[src/hw/gbaVideoPkg.sv]
package gbaVideoPkg;

    // pixels per scanline
    localparam int lineWidth = 32;

    // pixel buffer entries, also the credit count after reset
    localparam int fifoDepth = 8;

    // must hold the value fifoDepth
    localparam int creditWidth = 4;

    // position along the line
    localparam int xWidth = 5;

    // write address shared by video memory and palette
    localparam int memAddrWidth = 5;

    // direct color word, GBA bit order
    typedef struct packed {
        logic       unused;
        logic [4:0] blue;
        logic [4:0] green;
        logic [4:0] red;
    } bgr555_t;

    // text background screen entry
    typedef struct packed {
        logic [3:0] palBank;
        logic       vflip;
        logic       hflip;
        logic [9:0] tileNum;
    } screenEntry_t;

    // one video memory word, read as a color in bitmap mode
    // and as a screen entry in character mode
    typedef union packed {
        bgr555_t      color;
        screenEntry_t entry;
    } vramWord_u;

endpackage : gbaVideoPkg

[src/hw/displayRegs.sv]
`timescale 1ns/1ps

module displayRegs (
    input  logic       GCLK,
    input  logic       reset,
    input  logic [7:0] SW,
    input  logic       lineStart,
    input  logic       lineDone,
    output logic       lineAccept,
    output logic       bitmapMode,
    output logic       mosaicOn,
    output logic       fadeOn,
    output logic [3:0] fadeLevel
);

    // high from an accepted start until the matching lineDone
    logic busy;

    // starts that arrive mid-line are dropped
    assign lineAccept = lineStart && !busy;

    always_ff @(posedge GCLK) begin
        if (reset) begin
            busy       <= 1'b0;
            bitmapMode <= 1'b0;
            mosaicOn   <= 1'b0;
            fadeOn     <= 1'b0;
            fadeLevel  <= 4'd0;
        end else begin
            if (lineAccept) begin
                busy <= 1'b1;
            end else if (lineDone) begin
                busy <= 1'b0;
            end
            // settings frozen for the whole line
            if (lineAccept) begin
                bitmapMode <= SW[0];
                mosaicOn   <= SW[5];
                fadeOn     <= SW[6];
                fadeLevel  <= SW[4:1];
            end
        end
    end

endmodule : displayRegs

[src/hw/fadeOutput.sv]
`timescale 1ns/1ps

module fadeOutput (
    input  logic        GCLK,
    input  logic        reset,
    input  logic        popValid,
    input  logic [14:0] popPixel,
    input  logic        fadeOn,
    input  logic [3:0]  fadeLevel,
    output logic        popReady,
    output logic [3:0]  VGA_R,
    output logic [3:0]  VGA_G,
    output logic [3:0]  VGA_B,
    output logic        pixelValid,
    output logic        lineDone
);

    import gbaVideoPkg::*;

    logic              pop;
    logic [xWidth-1:0] pixCount;

    // darken one channel toward black, then keep the top four bits
    function automatic logic [3:0] fadeChannel(input logic [4:0] c, input logic on,
                                               input logic [3:0] level);
        logic [8:0] scaled;
        logic [4:0] faded;
        scaled = c * level;
        faded  = on ? c - scaled[8:4] : c;
        return faded[4:1];
    endfunction

    assign pop = popValid && popReady;

    always_ff @(posedge GCLK) begin
        if (reset) begin
            popReady   <= 1'b0;
            pixelValid <= 1'b0;
            lineDone   <= 1'b0;
            pixCount   <= '0;
        end else begin
            // half rate sink, keeps the buffer under pressure
            popReady   <= !popReady;
            pixelValid <= pop;
            lineDone   <= pop && (pixCount == xWidth'(lineWidth - 1));
            if (pop) begin
                pixCount <= pixCount + 1'b1;
            end
        end
    end

    always_ff @(posedge GCLK) begin
        if (pop) begin
            VGA_R <= fadeChannel(popPixel[4:0], fadeOn, fadeLevel);
            VGA_G <= fadeChannel(popPixel[9:5], fadeOn, fadeLevel);
            VGA_B <= fadeChannel(popPixel[14:10], fadeOn, fadeLevel);
        end
    end

endmodule : fadeOutput

[src/hw/gbaVideoTop.sv]
`timescale 1ns/1ps

module gbaVideoTop (
    input  logic                                GCLK,
    input  logic                                reset,
    input  logic [7:0]                          SW,
    input  logic                                lineStart,
    input  logic                                memWe,
    input  logic                                memSel,
    input  logic [gbaVideoPkg::memAddrWidth-1:0] memAddr,
    input  logic [15:0]                         memData,
    output logic [3:0]                          VGA_R,
    output logic [3:0]                          VGA_G,
    output logic [3:0]                          VGA_B,
    output logic                                pixelValid,
    output logic                                lineDone
);

    logic        lineAccept;
    logic        bitmapMode;
    logic        mosaicOn;
    logic        fadeOn;
    logic [3:0]  fadeLevel;

    // producer to buffer
    logic        pushValid;
    logic [14:0] pushPixel;
    logic        creditReturn;

    // buffer to consumer
    logic        popValid;
    logic [14:0] popPixel;
    logic        popReady;

    displayRegs u_displayRegs (
        .GCLK       (GCLK),
        .reset      (reset),
        .SW         (SW),
        .lineStart  (lineStart),
        .lineDone   (lineDone),
        .lineAccept (lineAccept),
        .bitmapMode (bitmapMode),
        .mosaicOn   (mosaicOn),
        .fadeOn     (fadeOn),
        .fadeLevel  (fadeLevel)
    );

    lineFetch u_lineFetch (
        .GCLK         (GCLK),
        .reset        (reset),
        .lineAccept   (lineAccept),
        .bitmapMode   (bitmapMode),
        .mosaicOn     (mosaicOn),
        .memWe        (memWe),
        .memSel       (memSel),
        .memAddr      (memAddr),
        .memData      (memData),
        .creditReturn (creditReturn),
        .pushValid    (pushValid),
        .pushPixel    (pushPixel)
    );

    pixelFifo u_pixelFifo (
        .GCLK         (GCLK),
        .reset        (reset),
        .pushValid    (pushValid),
        .pushPixel    (pushPixel),
        .popReady     (popReady),
        .popValid     (popValid),
        .popPixel     (popPixel),
        .creditReturn (creditReturn)
    );

    fadeOutput u_fadeOutput (
        .GCLK       (GCLK),
        .reset      (reset),
        .popValid   (popValid),
        .popPixel   (popPixel),
        .fadeOn     (fadeOn),
        .fadeLevel  (fadeLevel),
        .popReady   (popReady),
        .VGA_R      (VGA_R),
        .VGA_G      (VGA_G),
        .VGA_B      (VGA_B),
        .pixelValid (pixelValid),
        .lineDone   (lineDone)
    );

endmodule : gbaVideoTop

[src/hw/lineFetch.sv]
`timescale 1ns/1ps

module lineFetch (
    input  logic                                GCLK,
    input  logic                                reset,
    input  logic                                lineAccept,
    input  logic                                bitmapMode,
    input  logic                                mosaicOn,
    input  logic                                memWe,
    input  logic                                memSel,
    input  logic [gbaVideoPkg::memAddrWidth-1:0] memAddr,
    input  logic [15:0]                         memData,
    input  logic                                creditReturn,
    output logic                                pushValid,
    output logic [14:0]                         pushPixel
);

    import gbaVideoPkg::*;

    vramWord_u vram [lineWidth];
    // 16 palette colors, BGR555 without the spare bit
    logic [14:0] palette [16];

    logic                   active;
    logic [xWidth-1:0]      x;
    logic [xWidth-1:0]      rdAddr;
    logic [creditWidth-1:0] credits;
    logic                   issue;

    // first pipeline stage
    logic      s1Valid;
    vramWord_u rdWord;

    // a read goes out only with a credit in hand
    assign issue = active && (credits != '0);

    // mosaic snaps every position to the first of its group of four
    assign rdAddr = mosaicOn ? {x[xWidth-1:2], 2'b00} : x;

    always_ff @(posedge GCLK) begin
        if (memWe && !memSel) begin
            vram[memAddr] <= memData;
        end
        if (memWe && memSel) begin
            palette[memAddr[3:0]] <= memData[14:0];
        end
    end

    always_ff @(posedge GCLK) begin
        if (reset) begin
            active <= 1'b0;
            x      <= '0;
        end else if (lineAccept) begin
            active <= 1'b1;
            x      <= '0;
        end else if (issue) begin
            x <= x + 1'b1;
            if (x == xWidth'(lineWidth - 1)) begin
                active <= 1'b0;
            end
        end
    end

    // in-flight reads already hold their credit
    always_ff @(posedge GCLK) begin
        if (reset) begin
            credits <= creditWidth'(fifoDepth);
        end else begin
            credits <= credits + creditWidth'(creditReturn) - creditWidth'(issue);
        end
    end

    always_ff @(posedge GCLK) begin
        if (reset) begin
            s1Valid   <= 1'b0;
            pushValid <= 1'b0;
        end else begin
            s1Valid   <= issue;
            pushValid <= s1Valid;
        end
    end

    always_ff @(posedge GCLK) begin
        rdWord <= vram[rdAddr];
        if (bitmapMode) begin
            pushPixel <= {rdWord.color.blue, rdWord.color.green, rdWord.color.red};
        end else begin
            // flip and bank bits have no effect here
            pushPixel <= palette[rdWord.entry.tileNum[3:0]];
        end
    end

endmodule : lineFetch

[src/hw/pixelFifo.sv]
`timescale 1ns/1ps

module pixelFifo (
    input  logic        GCLK,
    input  logic        reset,
    input  logic        pushValid,
    input  logic [14:0] pushPixel,
    input  logic        popReady,
    output logic        popValid,
    output logic [14:0] popPixel,
    output logic        creditReturn
);

    import gbaVideoPkg::*;

    logic [14:0] mem [fifoDepth];

    logic [$clog2(fifoDepth)-1:0]   rdPtr;
    logic [$clog2(fifoDepth)-1:0]   wrPtr;
    logic [$clog2(fifoDepth+1)-1:0] count;
    logic                           pop;

    assign popValid = (count != '0);
    assign popPixel = mem[rdPtr];
    assign pop      = popValid && popReady;

    // every freed slot goes straight back to the producer
    assign creditReturn = pop;

    always_ff @(posedge GCLK) begin
        if (pushValid) begin
            mem[wrPtr] <= pushPixel;
        end
    end

    // no full check, the producer never pushes without a credit
    always_ff @(posedge GCLK) begin
        if (reset) begin
            rdPtr <= '0;
            wrPtr <= '0;
            count <= '0;
        end else begin
            if (pushValid) begin
                wrPtr <= wrPtr + 1'b1;
            end
            if (pop) begin
                rdPtr <= rdPtr + 1'b1;
            end
            count <= count + ($bits(count))'(pushValid) - ($bits(count))'(pop);
        end
    end

endmodule : pixelFifo

[config.mk]
export PLATFORM = sky130hd
export DESIGN_NAME = gbaVideoTop
export DESIGN_NICKNAME = d
export VERILOG_FILES = /design/src/hw/gbaVideoPkg.sv /design/src/hw/displayRegs.sv /design/src/hw/fadeOutput.sv /design/src/hw/gbaVideoTop.sv /design/src/hw/lineFetch.sv /design/src/hw/pixelFifo.sv
export SDC_FILE = /design/constraint.sdc
export NUM_CORES = 1
export LEC_CHECK = 0
export ABC_AREA = 1
export BUFFER_PORTS_ARGS = -buffer_cell sky130_fd_sc_hd__buf_2
export CORE_UTILIZATION = 40
export CTS_BUF_LIST = sky130_fd_sc_hd__clkbuf_4
export CTS_CLUSTER_SIZE = 16
export DETAILED_ROUTE_END_ITERATION = 10
export REMOVE_ABC_BUFFERS = 1
export SETUP_SLACK_MARGIN = 0.2
export SLEW_MARGIN = 25
export SYNTH_ARGS = -nofsm -noshare
export SYNTH_HDL_FRONTEND = slang
export SYNTH_HIERARCHICAL = 1
export SYNTH_SLANG_ARGS = --single-unit
[constraint.sdc]
create_clock -name GCLK -period 5.8 [get_ports GCLK]
set_clock_uncertainty 0.2 [all_clocks]
set_input_delay 1.45 -clock GCLK [delete_from_list [all_inputs] [get_ports GCLK]]
set_output_delay 1.45 -clock GCLK [all_outputs]
set_load 0.05 [all_outputs]
Word level (Yosys, flattened, before mapping)
Memories as Yosys holds them, arrays and structs flattened. A register that Yosys moved wholly into a read port is not among the register bits.
Index checks and enable logic that the tools add are counted.
Storage, ports and cells
  input bits: 34
  flip-flop bits (word level): 65
  output and inout port bits: 14
  logic and storage cells: 74
  bits in writable memories: 872
  memories: 3
Operators by class
  muxes and demuxes: 18
  eq/ne operators: 2
  reductions and logical operators: 16
  multiply operators: 3
  $add $sub $neg: 11
Memory list
  u_lineFetch.vram: words 32, bits a word 16, rd ports 1, clocked after Yosys merged registers in 1, write ports 1, line lineFetch.sv:20  | vramWord_u vram [lineWidth];
  u_lineFetch.palette: words 16, bits a word 15, rd ports 1, clocked after Yosys merged registers in 0, write ports 1, line lineFetch.sv:22  | logic [14:0] palette [16];
  u_pixelFifo.mem: words 8, bits a word 15, rd ports 1, clocked after Yosys merged registers in 1, write ports 1, line pixelFifo.sv:16  | logic [14:0] mem [fifoDepth];
Operators by type and width (count)
  5-bit by 4-bit multiplier with 9-bit output: 3
  15-bit 2-to-1 mux: 1
  5-bit 2-to-1 mux: 3
  5-bit subtractor: 3
  1-bit 2-to-1 mux: 11
  5-bit by 1-bit adder with 5-bit output (second input constant): 2
  5-bit == test (second input constant): 2
  4-bit by 1-bit adder with 4-bit output: 2
  4-bit nonzero test: 2
  4-bit by 1-bit subtractor with 4-bit output: 2
  3-bit by 1-bit adder with 3-bit output (second input constant): 2
  1-bit logical AND: 6
  3-bit 2-to-1 mux: 2
  2-bit nonzero test: 3
  1-bit zero test: 3
  2-bit 2-to-1 mux: 1
  2-bit AND reduction: 1
  2-bit OR reduction: 1

Longest topological paths before layout
Gate-level depths: netlist (run 1).
  word-level depth: 4
  depth in mapped cells: 32
  mapped depth without buffers: 30

By module
Netlist (run 1), hierarchy kept.
By module, submodules not included
  lineFetch: area each 32040.7 µm², instances 1, cells each 3049, sequential area each 22461.5 µm²
  pixelFifo: area each 5915.7 µm², instances 1, cells each 609, sequential area each 3863.7 µm²
  fadeOutput: area each 2934.1 µm², instances 1, cells each 433, sequential area each 520.5 µm²
  displayRegs: area each 350.3 µm², instances 1, cells each 52, sequential area each 160.2 µm²

Worst setup path before layout (run 1)
No wires, ideal clock.
  kind: reg-to-reg
  start: register (tool-made name)
  end: register u_fadeOutput.VGA_B[3], data pin
  setup slack: 1.284 ns
  path buffers: 2
  period minus slack after synthesis: 4.516 ns
  arrival: 4.063 ns
  setup time: 0.253 ns
  data required time: 5.347 ns
  stages on the path, launching flop included: 31
  path through: dfxtp_1 -> buf_6 -> inv_6 -> buf_6 -> nand2_1 -> nand3_1 -> nand2_1 -> nand2_1 -> nand2_1 -> nand2_1 -> inv_1 -> fa_1 -> inv_1 -> fa_1 -> inv_1 -> ha_1 -> inv_1 -> o21ai_0 -> a221oi_1 -> nand2_1 -> nand2_1 -> nand2_1 -> ha_1 -> a21oi_1 -> nand2_1 -> xor2_1 -> inv_1 -> nand2_1 -> nand3_1 -> nand2_1 -> nand2_1
RTL lines
  end signal, assigned: line fadeOutput.sv:56  | VGA_B <= fadeChannel(popPixel[14:10], fadeOn, fadeLevel);
  end, declared: line fadeOutput.sv:13  | output logic [3:0] VGA_B,

==> impl_metrics.tcl, run 1 <==
set metrics [dict create \
    outcome "completed" \
    grt.overflow.total 0 \
    grt_max_degree 136 \
    wl_per_cell_um 16.6 \
    grt_pass1_vias 26833 \
    power_density_mw_per_mm2 342 \
    die_w_um 323 \
    drtAntennaViolNets 0 \
    die_height_um 323 \
    cap_violations 0 \
    routed_via_density 4.78 \
    totalPowerFinal_mw 15.8 \
    slowest_stage "fa_1" \
    setup_violations 0 \
    portBuffers 45 \
    grt_first_pass_wirelength_um 152000 \
    drtIter0Drc 2016 \
    path_common_cell "nand2_1" \
    synth.distinct_cells 36 \
    netlist.area_leader.share 0.620 \
    cts_buffer_depth 3 \
    htreeDepth 4 \
    nNetsFinal 4431 \
    finalMaxSlewViolations 0 \
    layout_setup_ws_ps 614 \
    rows 117 \
    critPathKind "register to register" \
    yosys_most_used_dff "edfxtp_1" \
    post-place-ws_ps 450 \
    num_vias 28126 \
    die-area_mm2 0.104 \
    yosysWarnings 6 \
    max_freq_ghz 0.193 \
    synthTopCellsByArea "edfxtp_1 62%, nand2_1 10%, nand3_1 6.0%" \
    max_slew_margin 0.285 \
    fin_crit_ps 5190 \
    hold_violations 0 \
    synth_top_cell_by_area "edfxtp_1" \
    crit_path_end_kind "register" \
    path_max_fanout 23 \
    dp_hpwl_um 54100 \
    initial_core_util 0.404 \
    antenna_found_initial 7 \
    cp.arrival_ps 5770 \
    gp_congestion 0.822 \
    cp_slowest_stage_delay_ps 530 \
    wirelength_um 97700 \
    drtPass1Iterations 6 \
    irDropWorstVdd_uv 196 \
    power_leakage_nw 19.7 \
    critical_path_required_ps 6380 \
    cts_tree "built" \
    syn_to_final_growth_pct 12.0 \
    cts_sinks 923 \
    clk_latency_ps 1100 \
    async_flop_share 0 \
    avgSynthCellArea_um2 9.95 \
    cts_hold_buf 0 \
    clkTransAtPathRegs_ps 60 \
    hold_path_class "register to register" \
    rsz0062_at_grt "no" \
    startpoint_type "register" \
    period_share 0.894 \
    core_mm2 0.102 \
    io_pins 48 \
    root_buffer "clkbuf_4" \
    grt_usage 0.190 \
    drive_above_1_share 0.123 \
    synth_commonest_cells "1112 x nand2_1, 852 x edfxtp_1, 659 x inv_1" \
    synth_edf_count 852 \
    yosysMostFrequentCell "nand2_1" \
    ys_seq_area_frac 0.655 \
    synthCells 4143 \
    tightest_slew_ps 1070 \
    syn_area_mm2 0.0412 \
    numCtsBuffers 234 \
    synth_seq_cells 923 \
    drc 0 \
]
cell usage in the layout (no fill, tap or decap), types with 20 or more instances in the layout:
master / netlist / layout
a21oi_1: 40 / 40
buf_2: 81 / 38
buf_4: 16 / 82
clkbuf_4: 0 / 358
clkinv_1: 0 / 38
dfxtp_1: 71 / 67
edfxtp_1: 852 / 852
fa_1: 20 / 20
ha_1: 57 / 57
inv_1: 659 / 656
nand2_1: 1112 / 1110
nand3_1: 495 / 495
nor2_1: 459 / 445
o211ai_1: 33 / 33
o21ai_0: 103 / 103
cell type report:
| type | instances | area [um2] |
|---|---|---|
| antenna | 9 | 22.5 |
| clock buffer | 358 | 2690 |
| clock inverter | 64 | 392 |
| fill | 9523 | 55900 |
| inverter | 664 | 2510 |
| multi-input combinational | 2370 | 10900 |
| sequential | 923 | 27000 |
| tap | 1368 | 1710 |
| timing repair buffer | 127 | 945 |
worst paths after layout:
kind	to	slack (ps)	cells past startpoint	from
setup / recovery	u_fadeOutput/VGA_R[3]$_DFFE_PP_	610	29	register
hold / removal	u_lineFetch/pushPixel[13]$_DFF_P_	200	2	u_lineFetch/rdWord[13]$_DFF_P_
setup reg to reg	u_fadeOutput/VGA_R[3]$_DFFE_PP_	610	29	register
hold reg to reg	u_lineFetch/pushPixel[13]$_DFF_P_	200	2	u_lineFetch/rdWord[13]$_DFF_P_
cell families (layout without fill, tap and decap cells):
logic type / after synthesis / after routing / synth area share
AO/OA/AOI/OAI: 185 / 185 / 0.0249
XOR/XNOR: 9 / 9 / 0.00191
adder cells (fa/ha/maj): 77 / 77 / 0.0270
buffers and inverters: 850 / 1213 / 0.0829
flip-flops: 923 / 923 / 0.655
other: 0 / 9 / 0
AND/OR/NAND/NOR: 2099 / 2099 / 0.208
sequential cells by signal, summed over array words and instances, names as in the netlist, 4 cells and up, named ones only:
name	flops
u_fadeOutput/VGA_R	4
u_lineFetch/vram	480
u_lineFetch/x	5
u_fadeOutput/VGA_B	4
u_lineFetch/pushPixel	15
u_pixelFifo/mem	120
u_lineFetch/credits	4
u_lineFetch/rdWord	15
u_displayRegs/fadeLevel	4
u_lineFetch/palette	240
u_fadeOutput/VGA_G	4
u_pixelFifo/count	4
u_fadeOutput/pixCount	5
worst max-delay path: cells and delay by family, from the launching register on:
kind | cells | cell delay [ps]
and+or+nand+nor | 15 | 1340
xor gates and xnor gates | 1 | 180
buffers and inverters | 8 | 910
AOI/OAI and AO/OA | 1 | 60
DFF | 1 | 430
adders and majority gates | 4 | 1760
stage by stage:
stage	instance area (um2)	utilization	cells	hold slack, ps	TNS (ps)
2_1_floorplan	40300	-	3957	188	-9670
3_3_place_gp	43000	0.421	5449	192	0
3_5_place_dp	43000	0.421	5449	207	0
4_1_cts	46100	0.451	5871	205	0
5_1_grt	46200	0.453	5878	244	0
6_report	46200	0.453	5883	199	0
repair_timing:
| item | CTS | global route |
|---|---|---|
| gates resized for setup | 0 | 6 |
| endpoints found under the setup margin | 0 | 3 |
| setup buffers | 0 | 2 |
routing by layer:
| metal | part of all wire | track usage |
|---|---|---|
| met5 | 0.000072 | 0 |
| met2 | 0.46 | 0.301 |
| met4 | 0.026 | 0.0760 |
| met1 | 0.45 | 0.258 |
| met3 | 0.060 | 0.0342 |
power by group:
group / internal, mW / switching [mW]
clock network: 2.88 / 2.65
logic: 0.768 / 1.75
registers: 7.56 / 0.206
Power figures use the tool's default switching activity.
==> run 2: changes to the inputs <==
--- a/config.mk
+++ b/config.mk
@@ -5,7 +5,7 @@
 export SDC_FILE = /design/constraint.sdc
 export NUM_CORES = 1
 export LEC_CHECK = 0
-export ABC_AREA = 1
+export ABC_AREA = 0
 export BUFFER_PORTS_ARGS = -buffer_cell sky130_fd_sc_hd__buf_2
 export CORE_UTILIZATION = 40
 export CTS_BUF_LIST = sky130_fd_sc_hd__clkbuf_4
==> run 2 against run 1 <==
Largest power group unchanged; critical path depth fell by 7; sequential power shrank 2%; utilization up 0.45 points; power decreased by 7.8%; cell area fell by 3.9%; count of clock-buffer cells in the layout fell by 24.
==> impl_metrics.tcl, run 2 <==
set metrics [dict create \
    synth_commonest_cells "852 x edfxtp_1, 176 x nor2_1, 169 x mux2i_1" \
    path_max_fanout 8 \
    synth_seq_cells 923 \
    outcome "completed" \
    r2r_end "u_fadeOutput/VGA_R[3]$_DFFE_PP_" \
    post-place-ws_ps 8.69 \
    startpoint_type "register" \
    synth_edf_count 852 \
    synthCells 2578 \
    die_height_um 316 \
    wl_met1_um 38400 \
    irDropWorstVdd_uv 228 \
    cap_violations 0 \
    critPathCapture "u_fadeOutput/VGA_R[3]$_DFFE_PP_" \
    antenna_found_initial 7 \
    critPathKind "register to register" \
    final_common_cell "edfxtp_1" \
    grt_usage 0.191 \
    clk_latency_ps 1160 \
    routed_via_density 5.42 \
    reg2reg_depth 22 \
    power_density_mw_per_mm2 329 \
    cts_tree "built" \
    yosys_most_used_dff "edfxtp_1" \
    synthTopCellsByArea "edfxtp_1 65%, mux2i_1 4.3%, dfxtp_1 3.6%" \
    crit_path_end_kind "register" \
    top_layer_used "met5" \
    grt.overflow.total 0 \
    core_mm2 0.0971 \
    grt_first_pass_wirelength_um 141000 \
    max_slew_margin 0.266 \
    tightest_slew_ps 1100 \
    root_buffer "clkbuf_4" \
    htreeDepth 4 \
    yosysMostFrequentCell "edfxtp_1" \
    ys_seq_area_frac 0.686 \
    fillers 8438 \
    totalPowerFinal_mw 14.6 \
    drtPass1Iterations 5 \
    yosysWarnings 6 \
    syn_to_final_growth_pct 12.8 \
    placed_cells 3810 \
    reg2reg_slack_ps 410 \
    pwr-share-clk 0.373 \
    layout_setup_ws_ps 407 \
    synth.distinct_cells 57 \
    netlist.area_leader.share 0.650 \
    multiInputGateArea_mm2 0.0115 \
    setup_violations 0 \
    largest-register "u_lineFetch/vram" \
    initial_core_util 0.405 \
    tns_ps 0 \
    period_share 0.930 \
    sequentialPowerShare 0.523 \
    portBuffers 45 \
    cp.arrival_ps 6000 \
    cts_sinks 923 \
    power_leakage_nw 14.9 \
    most-common-layout-cells "852 x edfxtp_1, 334 x clkbuf_4, 169 x mux2i_1" \
    seq_area_mm2 0.0270 \
    cts_hold_buf 0 \
    grt_max_degree 189 \
    async_flop_share 0 \
    largest_reg_flops 480 \
    hold_violations 0 \
    p_int_mw 10.9 \
    cts_buffer_depth 3 \
    avgSynthCellArea_um2 15.3 \
    route.met3.wl_um 5780 \
    wl_per_cell_um 22.1 \
    finalMaxSlewViolations 0 \
    numCtsBuffers 231 \
    drtAntennaViolNets 0 \
    critical_path_required_ps 6410 \
    max_freq_ghz 0.185 \
    hold_path_class "register to register" \
    combPwrFrac 0.104 \
    swShare 0.253 \
    instances_no_fill 4260 \
    drc 0 \
    wirelength_um 94200 \
    clkTransAtPathRegs_ps 60 \
    num_vias 23103 \
    grt_pass1_vias 23699 \
    gp_congestion 0.789 \
    io_pins 48 \
    rsz0062_at_grt "no" \
    die_w_um 316 \
    nNetsFinal 2892 \
    die-area_mm2 0.0997 \
    drtIter0Drc 1771 \
    dp_hpwl_um 53900 \
    fin_crit_ps 5390 \
    drive_above_1_share 0.210 \
    rows 114 \
    synth_top_cell_by_area "edfxtp_1" \
    routed-wl-met2_um 47500 \
    hold_ws_ps 237 \
    syn_area_mm2 0.0394 \
    p_sw_mw 3.70 \
]
run 2: changes by cell type after synthesis, moves of 99 or more:
cell,change
mux2i_1,+169
nand3_1,-482
nor2_1,-283
a21oi_1,+99
nand2_1,-1055
inv_1,-576
run 2: timing repair:
item / CTS / global route
gates resized for setup: 4 / 21
endpoints found under the hold margin: 0 / 0
pin swaps: 2 / 11
buffers inserted: 3 / 11
setup endpoints to repair: 1 / 3
run 2: metrics by stage:
step	instance area (um2)	utilization
3_3_place_gp	41100	0.423
6_report	44400	0.457
5_1_grt	44400	0.457
2_1_floorplan	38600	-
4_1_cts	44200	0.455
3_5_place_dp	41100	0.424
run 2: cell type report:
| cell class | count | area share |
|---|---|---|
| antenna | 9 | 0.000507 |
| clock buffer | 334 | 0.0565 |
| clock inverter | 93 | 0.0118 |
| inverter | 84 | 0.00710 |
| multi-input combinational | 1411 | 0.258 |
| sequential | 923 | 0.609 |
| tap | 1276 | 0.0360 |
| timing repair buffer | 130 | 0.0211 |
run 2: logic make-up after synthesis:
logic type,count (synthesis),synth area share
adder cells (fa/ha/maj),77,0.0283
flip-flops,923,0.686
AND/OR/NAND/NOR,547,0.0753
buffers and inverters,244,0.0278
AO/OA/AOI/OAI,482,0.0789
multiplexers,267,0.0956
XOR/XNOR,38,0.00845
run 2: power by group through the flow:
stage	registers, mW	logic (mW)	clock network, mW
floorplan	7.87	0.958	0
global placement	7.76	1.43	0
detailed placement	7.77	1.48	0
CTS	7.63	1.49	5.61
global route	7.65	1.65	5.95
finish	7.63	1.52	5.45
run 2: metal layers:
metal	track usage	vias up
met5	0	-
met4	0.0740	6
met3	0.0426	164
met2	0.328	727
met1	0.233	11683
li1	-	10523
run 2: worst min path at each step:
stage / from / cells after the start / endpoint / slack, ps
6_report: u_lineFetch/s1Valid$_SDFF_PP0_ / 1 / u_lineFetch/pushValid$_SDFF_PP0_ / 240
5_1_grt: u_lineFetch/s1Valid$_SDFF_PP0_ / 1 / u_lineFetch/pushValid$_SDFF_PP0_ / 260
4_1_cts: u_fadeOutput/lineDone$_SDFF_PP0_ / 1 / u_displayRegs/busy$_SDFFE_PP0P_ / 240
3_5_place_dp: u_lineFetch/s1Valid$_SDFF_PP0_ / 1 / u_lineFetch/pushValid$_SDFF_PP0_ / 230
3_3_place_gp: u_fadeOutput/lineDone$_SDFF_PP0_ / 1 / u_displayRegs/busy$_SDFFE_PP0P_ / 220
2_1_floorplan: u_lineFetch/rdWord[11]$_DFF_P_ / 2 / u_lineFetch/pushPixel[11]$_DFF_P_ / 210
run 2: worst max-delay path, stage by stage, from the launching register on:
cell and delay, ps:
dfxtp_2 340, buf_12 110, buf_12 130, mux4_1 540, mux2_4 300, and2_1 170, fa_1 500, inv_1 60
fa_1 540, inv_1 70, ha_4 280, nand4_1 100, o211ai_1 260, nor2_1 100, buf_4 140, xor2_1 130
ha_1 340, nand2b_1 80, a21oi_2 180, xnor2_2 140, xnor2_1 140, nand2_1 90, xnor2_1 170
==> run 3: changes to the inputs <==
--- a/config.mk
+++ b/config.mk
@@ -7,6 +7,7 @@
 export LEC_CHECK = 0
 export ABC_AREA = 0
 export BUFFER_PORTS_ARGS = -buffer_cell sky130_fd_sc_hd__buf_2
+export CORE_MARGIN = 1.5
 export CORE_UTILIZATION = 40
 export CTS_BUF_LIST = sky130_fd_sc_hd__clkbuf_4
 export CTS_CLUSTER_SIZE = 16
@@ -16,5 +17,4 @@
 export SLEW_MARGIN = 25
 export SYNTH_ARGS = -nofsm -noshare
 export SYNTH_HDL_FRONTEND = slang
-export SYNTH_HIERARCHICAL = 1
 export SYNTH_SLANG_ARGS = --single-unit
==> run 3 against run 2 <==
Via count down 12%; worst setup slack worse by 180 ps; utilization up 0.43 points; wire length down 12%; cell area down 3.0%; maximum frequency down 3.2%; die area down 3.6%; clock power about the same; combinational power up 12%; final cell count down 8.0%; largest power group unchanged.
==> impl_metrics.tcl, run 3 <==
set metrics [dict create \
    grt_util_met3 0.0460 \
    rsz0062_at_grt "yes" \
    wl_per_cell_um 21.2 \
    clk_latency_ps 1070 \
    cts_sinks 923 \
    async_flop_share 0 \
    hold_path_class "register to register" \
    grt.overflow.total 0 \
    initial_core_util 0.404 \
    met2_usage 0.292 \
    crit_path_end_kind "register" \
    largest_reg_flops 480 \
    max_freq_ghz 0.179 \
    num_vias 20423 \
    yosysWarnings 0 \
    critPathKind "register to register" \
    final_common_cell "edfxtp_1" \
    postLayoutCellArea_mm2 0.0431 \
    most-common-layout-cells "852 x edfxtp_1, 350 x clkbuf_4, 188 x nand2_1" \
    cts_buffer_depth 3 \
    wirelength_um 83000 \
    synth_edf_count 852 \
    setup_violations 0 \
    grt_max_degree 120 \
    irDropWorstVdd_uv 224 \
    cp.arrival_ps 6110 \
    grt_pass1_vias 21348 \
    grt_first_pass_wirelength_um 126000 \
    hold_violations 0 \
    fin_crit_ps 5570 \
    synth_commonest_cells "852 x edfxtp_1, 189 x nand2_1, 145 x mux2i_1" \
    yosysMostFrequentCell "edfxtp_1" \
    die_height_um 310 \
    syn_area_mm2 0.0377 \
    placed_area_mm2 0.0398 \
    dp_hpwl_um 47500 \
    synth.distinct_cells 51 \
    placed_cells 3495 \
    instances_no_fill 3921 \
    portBuffers 45 \
    largest-register "u_lineFetch.vram" \
    rows 112 \
    numCtsBuffers 228 \
    drc 0 \
    die_w_um 310 \
    yosys_most_used_dff "edfxtp_1" \
    power_density_mw_per_mm2 342 \
    synthCells 2235 \
    synth_seq_cells 923 \
    layout_setup_ws_ps 227 \
    cap_violations 0 \
    finalMaxSlewViolations 0 \
    ys_seq_area_frac 0.716 \
    totalPowerFinal_mw 14.7 \
    cts_tree "built" \
    max_slew_margin 0.321 \
    syn_to_final_growth_pct 14.2 \
    globalRouteMet1Util 0.223 \
    post-place-ws_ps 10.4 \
    power_leakage_nw 14.9 \
    synth_top_cell_by_area "edfxtp_1" \
    drive_above_1_share 0.271 \
    antenna_found_initial 12 \
    drtAntennaViolNets 0 \
    avgSynthCellArea_um2 16.9 \
    startpoint_type "register" \
    core_mm2 0.0933 \
    outcome "completed" \
    netlist.area_leader.share 0.679 \
    cts_hold_buf 0 \
    busiest_layer "met2" \
    nNetsFinal 2596 \
    io_pins 48 \
    drtPass1Iterations 5 \
    drtIter0Drc 1394 \
    gp_congestion 0.790 \
    period_share 0.961 \
    grt_usage 0.176 \
    clkTransAtPathRegs_ps 70 \
    critical_path_required_ps 6340 \
    htreeDepth 4 \
    routed_via_density 5.21 \
    die-area_mm2 0.0961 \
    root_buffer "clkbuf_4" \
    path_max_fanout 7 \
    synthTopCellsByArea "edfxtp_1 68%, mux4_2 7.2%, mux2i_1 3.8%" \
    tightest_slew_ps 1020 \
]
==> run 3: changes by cell type after synthesis, moves of 37 or more <==
cell / before / now
inv_1: 83 / 35
a211oi_1: 1 / 105
nor2_1: 176 / 90
o21ai_0: 84 / 0
nor2b_1: 30 / 92
nand3b_1: 62 / 3
nand2_1: 57 / 189
mux4_2: 45 / 121
a221oi_1: 49 / 0
a32oi_1: 37 / 0
a21oi_1: 139 / 59
o22ai_1: 75 / 3
nand2b_1: 90 / 19
==> run 3: layout make-up <==
cell class                 count  area [um2]
fill                        8216       50300
sequential                   923       27000
multi-input combinational   1139       10300
clock buffer                 350        2630
tap                         1254        1570
timing repair buffer         142        1010
clock inverter                54         353
inverter                      50         190
antenna                        9        22.5
==> run 3: kinds of logic (layout without fill, tap and decap cells) <==
kind of cell | Yosys count | after routing | synth area share
flops | 923 | 923 | 0.716
simple gates | 458 | 458 | 0.0575
mux | 287 | 287 | 0.117
compound gates | 282 | 282 | 0.0524
buf+inv | 173 | 596 | 0.0189
fa+ha+maj | 78 | 78 | 0.0299
xor+xnor | 34 | 34 | 0.00790
other cells | 0 | 9 | 0
==> run 3: layer usage <==
layer  up-vias  wire [um]
met2       601      40800
met5         -         30
li1       9363          -
met1     10304      35100
met4         6       1900
met3       149       5220
==> run 3: final timing paths <==
check	depth (start not counted)	slack (ps)	from	endpoint
setup / recovery	23	230	register	u_fadeOutput.VGA_B[3]$_DFFE_PP_
hold / removal	1	220	u_fadeOutput.popReady$_SDFF_PP0_	u_fadeOutput.popReady$_SDFF_PP0_
setup reg to reg	23	230	register	u_fadeOutput.VGA_B[3]$_DFFE_PP_
hold reg to reg	1	220	u_fadeOutput.popReady$_SDFF_PP0_	u_fadeOutput.popReady$_SDFF_PP0_
==> run 3: repair_timing <==
| action | in CTS | in global routing |
|---|---|---|
| endpoints found under the setup margin | 2 | 3 |
| buffers inserted | 5 | 8 |
| gates resized for setup | 7 | 22 |
| pin swaps | 3 | 15 |
==> run 3: worst max-delay path: stages, from the launching register on <==
cell and delay, ps:
dfxtp_4 400, buf_6 120, mux4_2 480, mux2i_1 190, buf_4 190, inv_4 40
nand2_2 60, fa_1 450, fa_1 530, inv_1 40, ha_1 280, and4_4 230
nand4_4 110, o22ai_4 220, o21a_1 170, nor2_1 50, xor2_1 130, ha_1 310
nor2_2 160, a21oi_4 70, xnor2_4 180, or4_1 500, nand4_1 120, a311oi_1 60
==> run 3: per-stage QoR <==
step / setup TNS (ps) / hold slack (ps) / util
2_1_floorplan: -73020 / 188 / -
3_3_place_gp: 0 / 202 / 0.426
3_5_place_dp: 0 / 201 / 0.426
4_1_cts: 0 / 218 / 0.459
5_1_grt: -3.06 / 256 / 0.461
6_report: 0 / 219 / 0.461
==> run 3: power by group <==
part / leakage (nW) / switching (mW) / internal (mW)
logic: 4.83 / 0.949 / 0.756
clock network: 1.78 / 2.54 / 2.88
registers: 8.27 / 0.154 / 7.47
